**src/logic/mips_macros.svh**
```systemverilog
// widths assume a 32-bit core, 32 registers and a 128-word data memory addressed by word
`ifndef MIPS_MACROS_SVH
`define MIPS_MACROS_SVH

// ==================================================
// datapath
// ==================================================

// word width of registers, alu and pc
`define DATA_W 32

// ==================================================
// register file
// ==================================================

`define REG_COUNT 32
// index width for REG_COUNT entries
`define REG_ADDR_W 5

// ==================================================
// data memory
// ==================================================

// word address, 128 words
`define DMEM_AW 7

`endif
```
**src/logic/mipsPkg.sv**
```systemverilog
// encodings cover only the supported subset, anything else decodes as an unknown instruction
package mipsPkg;

  // ==================================================
  // instruction opcodes, ir[31:26]
  // ==================================================
  typedef enum logic [5:0] {
    rType = 6'h00,
    j     = 6'h02,
    jal   = 6'h03,
    beq   = 6'h04,
    lw    = 6'h23,
    sw    = 6'h2b
  } opcodeT;

  // ==================================================
  // r-type function codes, ir[5:0]
  // ==================================================
  typedef enum logic [5:0] {
    fAdd = 6'h20,
    fSub = 6'h22,
    fAnd = 6'h24,
    fOr  = 6'h25,
    fSlt = 6'h2a
  } functT;

  // ==================================================
  // alu operations
  // ==================================================
  // aluNone drives a zero result
  typedef enum logic [2:0] {
    aluAdd  = 3'd0,
    aluSub  = 3'd1,
    aluAnd  = 3'd2,
    aluOr   = 3'd3,
    aluSlt  = 3'd4,
    aluNone = 3'd7
  } aluOpT;

endpackage

```
**src/logic/mipsCore.sv**
```systemverilog
// single-cycle core, memories outside, both memories must answer within the same cycle
`include "mips_macros.svh"

module mipsCore import mipsPkg::*; (
  input  logic                clk,
  input  logic                rst,
  input  logic [`DATA_W-1:0]  ir,
  input  logic [`DATA_W-1:0]  memRdata,
  output logic [`DATA_W-1:0]  irAddr,
  output logic [`DATA_W-1:0]  rfWriteData,
  output logic [`DATA_W-1:0]  memWdata,
  output logic [`DMEM_AW-1:0] memAddr,
  output logic                memCen,
  output logic                memWen,
  output logic                rfWriteEn
);

  // instruction fields
  opcodeT                opcode;
  functT                 funct;
  logic [`REG_ADDR_W-1:0] rs;
  logic [`REG_ADDR_W-1:0] rt;
  logic [`REG_ADDR_W-1:0] rd;
  logic [15:0]           imm;
  logic [`DATA_W-1:0]    signExt;

  // decoder controls
  logic  regDst;
  logic  aluSrc;
  logic  memToReg;
  logic  regWrite;
  logic  memWrite;
  logic  memRead;
  logic  jump;
  logic  link;
  logic  branch;
  aluOpT aluOp;

  // datapath
  logic [`REG_ADDR_W-1:0] writeAddr;
  logic [`DATA_W-1:0]     readData1;
  logic [`DATA_W-1:0]     readData2;
  logic [`DATA_W-1:0]     aluB;
  logic [`DATA_W-1:0]     aluResult;
  logic                   aluZero;
  logic [`DATA_W-1:0]     pc;
  logic [`DATA_W-1:0]     pcPlus4;

  // ==================================================
  // field split and immediate
  // ==================================================

  assign opcode  = opcodeT'(ir[31:26]);
  assign funct   = functT'(ir[5:0]);
  assign rs      = ir[25:21];
  assign rt      = ir[20:16];
  assign rd      = ir[15:11];
  assign imm     = ir[15:0];
  assign signExt = {{(`DATA_W-16){imm[15]}}, imm};

  instrDecoder instrDecoder_inst (
    .rst(rst), .opcode(opcode), .funct(funct),
    .regDst(regDst), .aluSrc(aluSrc), .memToReg(memToReg), .regWrite(regWrite),
    .memWrite(memWrite), .memRead(memRead), .jump(jump), .link(link),
    .branch(branch), .aluOp(aluOp)
  );

  // ==================================================
  // register file and alu
  // ==================================================

  // jal targets r31, r-type rd, loads rt
  assign writeAddr = link   ? `REG_ADDR_W'(`REG_COUNT - 1) :
                     regDst ? rd : rt;

  regFile regFile_inst (
    .clk(clk), .rst(rst), .writeEn(regWrite),
    .readAddr1(rs), .readAddr2(rt), .writeAddr(writeAddr), .writeData(rfWriteData),
    .readData1(readData1), .readData2(readData2)
  );

  // immediate for lw and sw address
  assign aluB = aluSrc ? signExt : readData2;

  alu alu_inst (
    .a(readData1), .b(aluB), .op(aluOp), .result(aluResult), .zero(aluZero)
  );

  // write-back select, link wins over load
  assign rfWriteData = link     ? pcPlus4  :
                       memToReg ? memRdata : aluResult;

  // r0 writes are dropped inside regFile
  assign rfWriteEn = regWrite && (writeAddr != '0);

  // ==================================================
  // program counter and memory ports
  // ==================================================

  pcUnit pcUnit_inst (
    .clk(clk), .rst(rst), .jump(jump), .taken(branch && aluZero),
    .jumpTarget(ir[25:0]), .branchOffset(signExt), .pc(pc), .pcPlus4(pcPlus4)
  );

  assign irAddr = pc;

  // byte address to word index
  assign memAddr  = aluResult[`DMEM_AW+1:2];
  assign memWdata = readData2;

  // active low strobes
  assign memCen = !(memRead || memWrite);
  assign memWen = !memWrite;

endmodule

```
**src/logic/alu.sv**
```systemverilog
// combinational, slt compares signed, no overflow detection
`include "mips_macros.svh"

module alu import mipsPkg::*; (
  input  logic [`DATA_W-1:0] a,
  input  logic [`DATA_W-1:0] b,
  input  aluOpT              op,
  output logic [`DATA_W-1:0] result,
  output logic               zero
);

  // signed compare for slt
  logic lessThan;

  assign lessThan = ($signed(a) < $signed(b));

  // ==================================================
  // operation select
  // ==================================================

  always_comb begin
    case (op)
      aluAdd: result = a + b;
      aluSub: result = a - b;
      aluAnd: result = a & b;
      aluOr:  result = a | b;
      // single bit result, zero extended
      aluSlt: result = {{(`DATA_W-1){1'b0}}, lessThan};
      default: result = '0;
    endcase
  end

  // beq uses this after subtract
  assign zero = (result == '0);

endmodule

```
**src/logic/regFile.sv**
```systemverilog
// reads are combinational, write lands on the rising edge, register 0 is never written
`include "mips_macros.svh"

module regFile (
  input  logic                  clk,
  input  logic                  rst,
  input  logic                  writeEn,
  input  logic [`REG_ADDR_W-1:0] readAddr1,
  input  logic [`REG_ADDR_W-1:0] readAddr2,
  input  logic [`REG_ADDR_W-1:0] writeAddr,
  input  logic [`DATA_W-1:0]     writeData,
  output logic [`DATA_W-1:0]     readData1,
  output logic [`DATA_W-1:0]     readData2
);

  logic [`DATA_W-1:0] regs [`REG_COUNT];

  // ==================================================
  // write port
  // ==================================================

  always_ff @(posedge clk or negedge rst) begin
    if (!rst) begin
      for (int i = 0; i < `REG_COUNT; i++) begin
        regs[i] <= '0;
      end
    end else if (writeEn && (writeAddr != '0)) begin
      // r0 stays at its reset value
      regs[writeAddr] <= writeData;
    end
  end

  // ==================================================
  // read ports
  // ==================================================

  // straight array reads, r0 zero comes from reset
  // plus the write guard above
  assign readData1 = regs[readAddr1];
  assign readData2 = regs[readAddr2];

  // r0 must read as zero after any write history
  assert property (@(posedge clk) disable iff (!rst)
    (readAddr1 == '0) |-> (readData1 == '0));

  assert property (@(posedge clk) disable iff (!rst)
    (readAddr2 == '0) |-> (readData2 == '0));

endmodule

```
**src/logic/pcUnit.sv**
```systemverilog
// jump keeps the high nibble of pc+4, no delay slot, pc clears to zero on reset
`include "mips_macros.svh"

module pcUnit (
  input  logic               clk,
  input  logic               rst,
  input  logic               jump,
  input  logic               taken,
  input  logic [25:0]        jumpTarget,
  input  logic [`DATA_W-1:0] branchOffset,
  output logic [`DATA_W-1:0] pc,
  output logic [`DATA_W-1:0] pcPlus4
);

  logic [`DATA_W-1:0] nextPc;
  logic [`DATA_W-1:0] jumpAddr;
  logic [`DATA_W-1:0] branchAddr;

  // ==================================================
  // next address
  // ==================================================

  assign pcPlus4 = pc + `DATA_W'd4;

  // pseudo-direct target, word aligned
  assign jumpAddr = {pcPlus4[`DATA_W-1 -: 4], jumpTarget, 2'b00};

  // offset counts words
  assign branchAddr = pcPlus4 + (branchOffset << 2);

  always_comb begin
    if (jump) begin
      nextPc = jumpAddr;
    end else if (taken) begin
      nextPc = branchAddr;
    end else begin
      nextPc = pcPlus4;
    end
  end

  // ==================================================
  // pc register
  // ==================================================

  always_ff @(posedge clk or negedge rst) begin
    if (!rst) begin
      pc <= '0;
    end else begin
      pc <= nextPc;
    end
  end

  // fetch address stays word aligned for all paths
  assert property (@(posedge clk) disable iff (!rst) pc[1:0] == 2'b00);

endmodule

```
**src/logic/instrDecoder.sv**
```systemverilog
// combinational decoder that gives no writes or strobes for unknown codes or while rst is low
module instrDecoder import mipsPkg::*; (
  input  logic   rst,
  input  opcodeT opcode,
  input  functT  funct,
  output logic   regDst,
  output logic   aluSrc,
  output logic   memToReg,
  output logic   regWrite,
  output logic   memWrite,
  output logic   memRead,
  output logic   jump,
  output logic   link,
  output logic   branch,
  output aluOpT  aluOp
);

  always_comb begin
    // idle defaults with nothing written and no memory access
    regDst   = 1'b0;
    aluSrc   = 1'b0;
    memToReg = 1'b0;
    regWrite = 1'b0;
    memWrite = 1'b0;
    memRead  = 1'b0;
    jump     = 1'b0;
    link     = 1'b0;
    branch   = 1'b0;
    aluOp    = aluNone;

    // no valid fetch while in reset
    if (rst) begin
      case (opcode)
        rType: begin
          regDst = 1'b1;
          // function code picks the alu op
          case (funct)
            fAdd: aluOp = aluAdd;
            fSub: aluOp = aluSub;
            fAnd: aluOp = aluAnd;
            fOr:  aluOp = aluOr;
            fSlt: aluOp = aluSlt;
            default: aluOp = aluNone;
          endcase
          // unknown funct writes nothing
          regWrite = (aluOp != aluNone);
        end
        lw: begin
          aluSrc   = 1'b1;
          memToReg = 1'b1;
          regWrite = 1'b1;
          memRead  = 1'b1;
          aluOp    = aluAdd;
        end
        sw: begin
          aluSrc   = 1'b1;
          memWrite = 1'b1;
          aluOp    = aluAdd;
        end
        // equality via subtract and zero flag
        beq: begin
          branch = 1'b1;
          aluOp  = aluSub;
        end
        j: jump = 1'b1;
        // return address goes to r31
        jal: begin
          jump     = 1'b1;
          link     = 1'b1;
          regWrite = 1'b1;
        end
        default: ;
      endcase
    end
  end

endmodule

```
**config.mk**
```make
export PLATFORM = sky130hd
export DESIGN_NAME = mipsCore
export DESIGN_NICKNAME = d
export VERILOG_FILES = /design/src/logic/mipsPkg.sv /design/src/logic/mipsCore.sv /design/src/logic/alu.sv /design/src/logic/regFile.sv /design/src/logic/pcUnit.sv /design/src/logic/instrDecoder.sv
export VERILOG_INCLUDE_DIRS = /design/src /design/src/logic
export SDC_FILE = /design/constraint.sdc
export NUM_CORES = 2
export LEC_CHECK = 0
export BUFFER_PORTS_ARGS = -buffer_cell sky130_fd_sc_hd__buf_2
export CORE_MARGIN = 2
export CORE_UTILIZATION = 35
export CTS_BUF_LIST = sky130_fd_sc_hd__clkbuf_4
export CTS_CLUSTER_SIZE = 24
export DETAILED_ROUTE_END_ITERATION = 7
export GPL_TIMING_DRIVEN = 0
export PLACE_DENSITY = 0.53
export SLEW_MARGIN = 10
export SYNTH_ARGS = -nofsm -noshare
export SYNTH_HDL_FRONTEND = slang
export SYNTH_SLANG_ARGS = --single-unit
```
**constraint.sdc**
```tcl
create_clock -name clk -period 15.1 [get_ports clk]
set_clock_uncertainty 0.1 [all_clocks]
set_input_delay 3.775 -clock clk [delete_from_list [all_inputs] [get_ports clk]]
set_output_delay 3.775 -clock clk [all_outputs]
set_load 0.02 [all_outputs]
```
Yosys cells after proc, flatten, opt, wreduce, memory -nomap -nowiden --
Index checks and enable logic that the tools add are counted.
Word-level totals: flip-flop bits (word level) 1056, latch bits 0, bits in writable memories 0, memory bits (read-only) 0, input bits 66, output and inout bits 106, memories 0
Cells by class: add/sub/neg operators 4, multiply operators 0, div/mod/pow operators 0, magnitude comparators 5, eq/ne operators 15, shifts and indexed selects 0, mux-type cells 38, bitwise operators 5, reduce and logical (&&, ||, !) cells 13
Operators by type and width (count):
- $bwmux W1024 | 1
- $bmux W32 S5 | 2
- $mux W32 | 10
- $demux W32 S5 | 1
- $pmux W32 S5 | 1
- $add A32 B32 Y32 | 2
- $eq A6 B6 Y1 const B | 7
- $add A32 B3 Y32 const B | 1
- $and A32 B32 Y32 | 1
- $logic_not A32 Y1 | 1
- $lt A32 B32 Y1 | 1
- $or A32 B32 Y32 | 1
- $sub A32 B32 Y32 | 1
- $ge A6 B6 Y1 const B | 3
- $not A5 Y6 | 3
- $mux W1 | 15
- $pmux W3 S5 | 1
- $eq A6 B2 Y1 const B | 2
- $mux W5 | 2
- $mux W3 | 3
- $pmux W3 S3 | 1
- $eq A3 B2 Y1 const B | 2
- $eq A6 B3 Y1 const B | 1
- $logic_not A6 Y1 | 1
- 11 further kinds | 16

Depth between registers and ports, before layout --
depth in word-level cells 12, mapped depth 26

Modules after synthesis --
Synthesis repeated with hierarchy kept, for this count alone.
Unflattened totals: cells, all modules 6096, area total of the unflattened synthesis 66279.8 um^2
By module, submodules not included:
- regFile | times used 1, cells each 4601, area each 55942.4 um^2, seq. area each 25624.6 um^2
- alu | times used 1, cells each 804, area each 5228.8 um^2, seq. area each 0.0 um^2
- pcUnit | times used 1, cells each 481, area each 3777.4 um^2, seq. area each 750.7 um^2
- mipsCore | times used 1, cells each 180, area each 1128.6 um^2, seq. area each 0.0 um^2
- instrDecoder | times used 1, cells each 30, area each 202.7 um^2, seq. area each 0.0 um^2

Worst setup path after synthesis --
Ideal clock, no wire load.
kind input to output, start point input ir[16], end point output rfWriteData[30], data arrival time 9680 ps, required time 11225 ps, path slack 1545 ps, stages on the path 23, path buffers 4, cell sequence clkbuf_1 clkbuf_1 buf_1 mux4_2 mux4_2 mux2_2 nor2_1 or2_2 inv_1 ha_1 fa_1 nor2b_1 o311a_1 a2bb2oi_1 a221oi_2 o31ai_1 a2111o_1 nand3_1 a32oi_1 a211o_1 o21ai_0 clkbuf_1 inv_1
On the way: longest elaborated chain between the ends 9, elaborated cells between the ends (all ways) 12, those cells by class 2 x add/sub; 7 x mux; 3 x bitwise
RTL lines:
- start: declaration | line mipsCore.sv:7 | input logic [`DATA_W-1:0] ir,
- $not A5 Y6 (not written as such) * | line regFile.sv:40 | assign readData2 = regs[readAddr2];
- $bmux W32 S5 * | line regFile.sv:40
- $mux W32 (not written as such) * (2 in series) | line regFile.sv:40
- net memWdata[0] | line mipsCore.sv:11 | output logic [`DATA_W-1:0] memWdata,
- $mux W32 * | line mipsCore.sv:83 | assign aluB = aluSrc ? signExt : readData2;
- $sub A32 B32 Y32 / $add A32 B32 Y32 (equally long branches) | line alu.sv:24, alu.sv:23
- $pmux W32 S5 * | line alu.sv:22 | case (op)
- $mux W32 * | line mipsCore.sv:91 | memToReg ? memRdata : aluResult;
- $mux W32 * | line mipsCore.sv:90 | assign rfWriteData = link ? pcPlus4 :
- end: declaration | line mipsCore.sv:10 | output logic [`DATA_W-1:0] rfWriteData,
Mark *: on every way through the listed nets, which the timed path passes. The rest lies on a longest branch. The select of a mux whose other input is x is not followed.

Worst setup path in the final report --
start point input ir[22], end point output rfWriteData[0]
On the way: longest elaborated chain between the ends 8, elaborated cells between the ends (all ways) 12, those cells by class 2 x add/sub; 1 x order compare; 6 x mux; 3 x bitwise
RTL lines:
- $not A5 Y6 (not written as such) * | line regFile.sv:39 | assign readData1 = regs[readAddr1];
- $bmux W32 S5 * | line regFile.sv:39
- $mux W32 (not written as such) * (2 in series) | line regFile.sv:39
- $sub A32 B32 Y32, or another cell as far along | line alu.sv:24 | aluSub: result = a - b;
- $pmux W32 S5 * | line alu.sv:22
- $mux W32 * | line mipsCore.sv:91
- $mux W32 * | line mipsCore.sv:90
Every way passes the cells marked *; elsewhere a longest branch is shown, timed or not. The select of a mux whose other input is x is not followed.

==> flow_metrics.env <==
export IMPL_status="complete, no violations"
export IMPL_period_share_pct=99.51
export IMPL_worst_path_max_fanout=10
export IMPL_ys_warnings_count=0
export IMPL_drive_gt1_share_pct=24.60
export IMPL_syn_avg_cell_area_um2=10.77
export IMPL_ir_drop_uv=74.32
export IMPL_clock_latency_ns=1.38
export IMPL_cp_end_kind="primary output"
export IMPL_fin_nets=6376
export IMPL_io_pins=172
export IMPL_switching_share_pct=30.10
export IMPL_hold_violations=0
export IMPL_synthDistinctLibCells=90
export IMPL_rows=153
export IMPL_synth_top_area_share_pct=43.09
export IMPL_cts_root_buf="clkbuf_4"
export IMPL_worst_endpoint_arrival_ns=11.15
export IMPL_start_util_pct=35.22
export IMPL_core_um2=173800
export IMPL_finalNonFillerCells=8715
export IMPL_cpMaxStageDelayCell="clkbuf_1"
export IMPL_drtAntennaViolNets=0
export IMPL_drv_slew=0
export IMPL_drtIter0Drc=6474
export IMPL_synth_top_area_cell="dfrtp_1"
export IMPL_clkPwrFrac_pct=41.7
export IMPL_critical_path_buf_inv_count=7
export IMPL_grt_pass1_wl_um=386300
export IMPL_min_path_type="flop to flop"
export IMPL_cpPeakStageDelay_ns=0.84
export IMPL_holdWs_ns=0.3788
export IMPL_io_buffer_count=160
export IMPL_critPathLaunchType="primary input"
export IMPL_antenna_found_initial=22
export IMPL_seq_power_share_pct=44.0
export IMPL_final_cell_area_um2=69560
export IMPL_crit_top_cell="clkbuf_1"
export IMPL_grt_overflow_total=0
export IMPL_routed_wl_um=275300
export IMPL_dp_cells=8194
export IMPL_dp_hpwl_um=209100
export IMPL_track_usage_pct=30.55
export IMPL_placed_area_um2=65400
export IMPL_die_y_um=422.2
export IMPL_power_switching_w=0.001991
export IMPL_grt_pass1_vias=51690
export IMPL_synth_area_leaders="dfrtp_1 (43%), mux4_2 (24%), o21ai_0 (9.1%), nand2_1 (6.9%), clkbuf_1 (2.9%)"
export IMPL_tightest_slew_ns=1.386
export IMPL_p_per_area_nw_per_um2=95.11
export IMPL_synth_edf_count=0
export IMPL_die_area_um2=178300
export IMPL_critical_path_class="primary input to primary output"
export IMPL_clk_pin_slew_ns=0.07
export IMPL_max_cap_violations=0
export IMPL_async_flop_share_pct=100.0
export IMPL_yosys_register_bits=1054
export IMPL_p_int_w=0.004624
export IMPL_syn2layout_area_growth_pct=13.63
export IMPL_crit_chain="clkbuf_1 -> clkbuf_1 -> clkbuf_1 -> mux4_2 -> mux4_2 -> mux2_2 -> ha_1 -> clkbuf_1 -> nor2_1 -> o311ai_1 -> a31o_2 -> a21oi_1 -> o21ai_1 -> and3_1 -> o41a_1 -> nor2_1 -> a31oi_2 -> clkbuf_1 -> inv_1 -> buf_2"
export IMPL_fp_dieW_um=422.2
export IMPL_layout_min_cycle_time_ns=15.03
export IMPL_avgRoutedWirePerCell_um=31.59
export IMPL_p_comb_share_pct=14.3
export IMPL_cts_tree="done"
export IMPL_grt_max_degree=145
export IMPL_finalSetupViolCount=0
export IMPL_via_per_inst=6.066
export IMPL_r2r_setup_slack_ns=7.57
export IMPL_dp_slack_ns=-1.763
export IMPL_gp_congestion=1.002
export IMPL_setup_slack_ns=0.07401
export IMPL_synth_top_flop_cell="dfrtp_1"
export IMPL_cts_buffer_depth=4
export IMPL_postSynthCellCount=5685
export IMPL_finalPower_w=0.006616
export IMPL_yosysSeqAreaShare_pct=43.09
export IMPL_num_vias=52860
export IMPL_fmax_mhz=66.55
export IMPL_max_slew_margin_pct=6.591
export IMPL_power_leakage_nw=29.88
export IMPL_drtPass1Iterations=6
export IMPL_cp_required_ns=11.23
export IMPL_syn_cell_area_um2=61220
export IMPL_cpLargestDelayFamily="buffers and inverters"
export IMPL_cts_buffers=310
export IMPL_cts_htree_levels=5
export IMPL_clock_sinks=1054
export IMPL_rsz0062_at_grt="yes"
export IMPL_drc_errors=0
-- cell type report --
class	count	area [um^2]
Fill cell	17620	104300
Multi-Input combinational cell	3943	32370
Sequential cell	1054	26380
Clock buffer	464	3483
Tap cell	2325	2909
Buffer	539	2355
Timing Repair Buffer	186	1239
Inverter	147	551.8
Clock inverter	42	240.2
Antenna cell	15	37.54
-- cells in the final DEF (no fill, tap or decap), drive strengths merged, types with 23 or more instances in the layout --
master / count
or2: 23
nand2: 1127
o21ai: 1118
a211oi: 28
o21a: 26
clkbuf: 931
a21oi: 91
ha: 126
mux4: 640
a21o: 26
nor2: 178
inv: 152
mux2: 68
dfrtp: 1054
nand4: 23
buf: 244
xnor2: 54
nand3: 38
mux2i: 25
clkinv: 34
nor3: 57
-- synth_stat cells (6+ instances only) --
cell         n
and3_1      13
buf_2       12
a21oi_1     91
mux2i_1     25
o21ai_1      6
dfrtp_1   1054
mux4_2     640
o22ai_1      9
nor3_1      56
nand3_1     38
buf_1       58
mux2_2      65
xnor2_1     54
a211oi_1    27
a221o_1      6
ha_1       126
o21a_1      26
a31oi_1     18
and2_1       7
nand4_1     23
o21ai_0   1112
nor2b_1     11
clkbuf_1   465
a21o_1      26
nand2_1   1127
nand2b_1    16
nor4_1      12
inv_1      144
o221ai_1     8
or2_2       23
xor2_1      17
o31a_1      11
o31ai_1      9
or3_1       15
a311oi_1     7
o211ai_1    17
o21bai_1    18
nor2_1     177
a211o_1      7
nor3b_1      9
-- per-layer routing --
| metal | GRT usage [%] | vias to the layer above | part of all wire (%) |
|---|---|---|---|
| met3 | 9.946 | 683 | 11 |
| li1 | - | 21830 | - |
| met2 | 45.23 | 3094 | 44 |
| met5 | 0 | - | 0.023 |
| met1 | 38.98 | 27240 | 38 |
| met4 | 18.27 | 10 | 6.6 |
-- logic make-up after synthesis --
kind of cell | Yosys count | synth area share (%)
xor gates and xnor gates | 71 | 1.016
adders and majority gates | 129 | 2.673
other | 1 | 0.006126
DFF | 1054 | 43.09
buffers and inverters | 689 | 4.317
AOI/OAI and AO/OA | 1456 | 13.16
muxes | 733 | 25.22
and+or+nand+nor | 1552 | 10.51
-- power groups by stage --
| stage | Sequential [W] | Combinational (W) | Clock [W] |
|---|---|---|---|
| after floorplan | 0.00298 | 0.000531 | 0 |
| final | 0.00291 | 0.000949 | 0.00276 |
| after global placement | 0.00296 | 0.000919 | 0 |
| after detailed placement | 0.00296 | 0.000930 | 0 |
| after CTS | 0.00291 | 0.000940 | 0.00278 |
| after global routing | 0.00291 | 0.00102 | 0.00293 |
-- state kept, by name, summed over array words and instances (netlist names) --
name	cells
regFile_inst.regs	1024
pcUnit_inst.pc	30
-- timing repair --
| action | 4_1_cts | 5_1_grt |
|---|---|---|
| pin swaps | 0 | 1 |
| cloned | 1 | 0 |
| endpoints found under the setup margin | 27 | 12 |
| buffers inserted | 0 | 2 |
| hold buffers | 0 | 0 |
| resized for setup | 151 | 68 |
-- final timing paths --
| check | startpoint | to | cells after the start |
|---|---|---|---|
| max | ir[22] | rfWriteData[0] | 20 |
| min | regFile_inst.regs[992] | regFile_inst.regs[992] | 1 |
| max reg2reg | regFile_inst.regs[224] | pcUnit_inst.pc[12] | 23 |
| min reg2reg | regFile_inst.regs[992] | regFile_inst.regs[992] | 1 |
| max in group asynchronous | rst | regFile_inst.regs[175] | 5 |
| min in group asynchronous | rst | regFile_inst.regs[584] | 1 |
-- stage by stage --
stage                     setup TNS, ns  utilization [%]
after floorplan                       0                -
after global placement                -            37.35
after detailed placement         -25.25            37.62
after CTS                      -0.02897            39.95
after global routing          -0.002937            40.01
final                                 0            40.02
(Power assumes the default switching activity.)
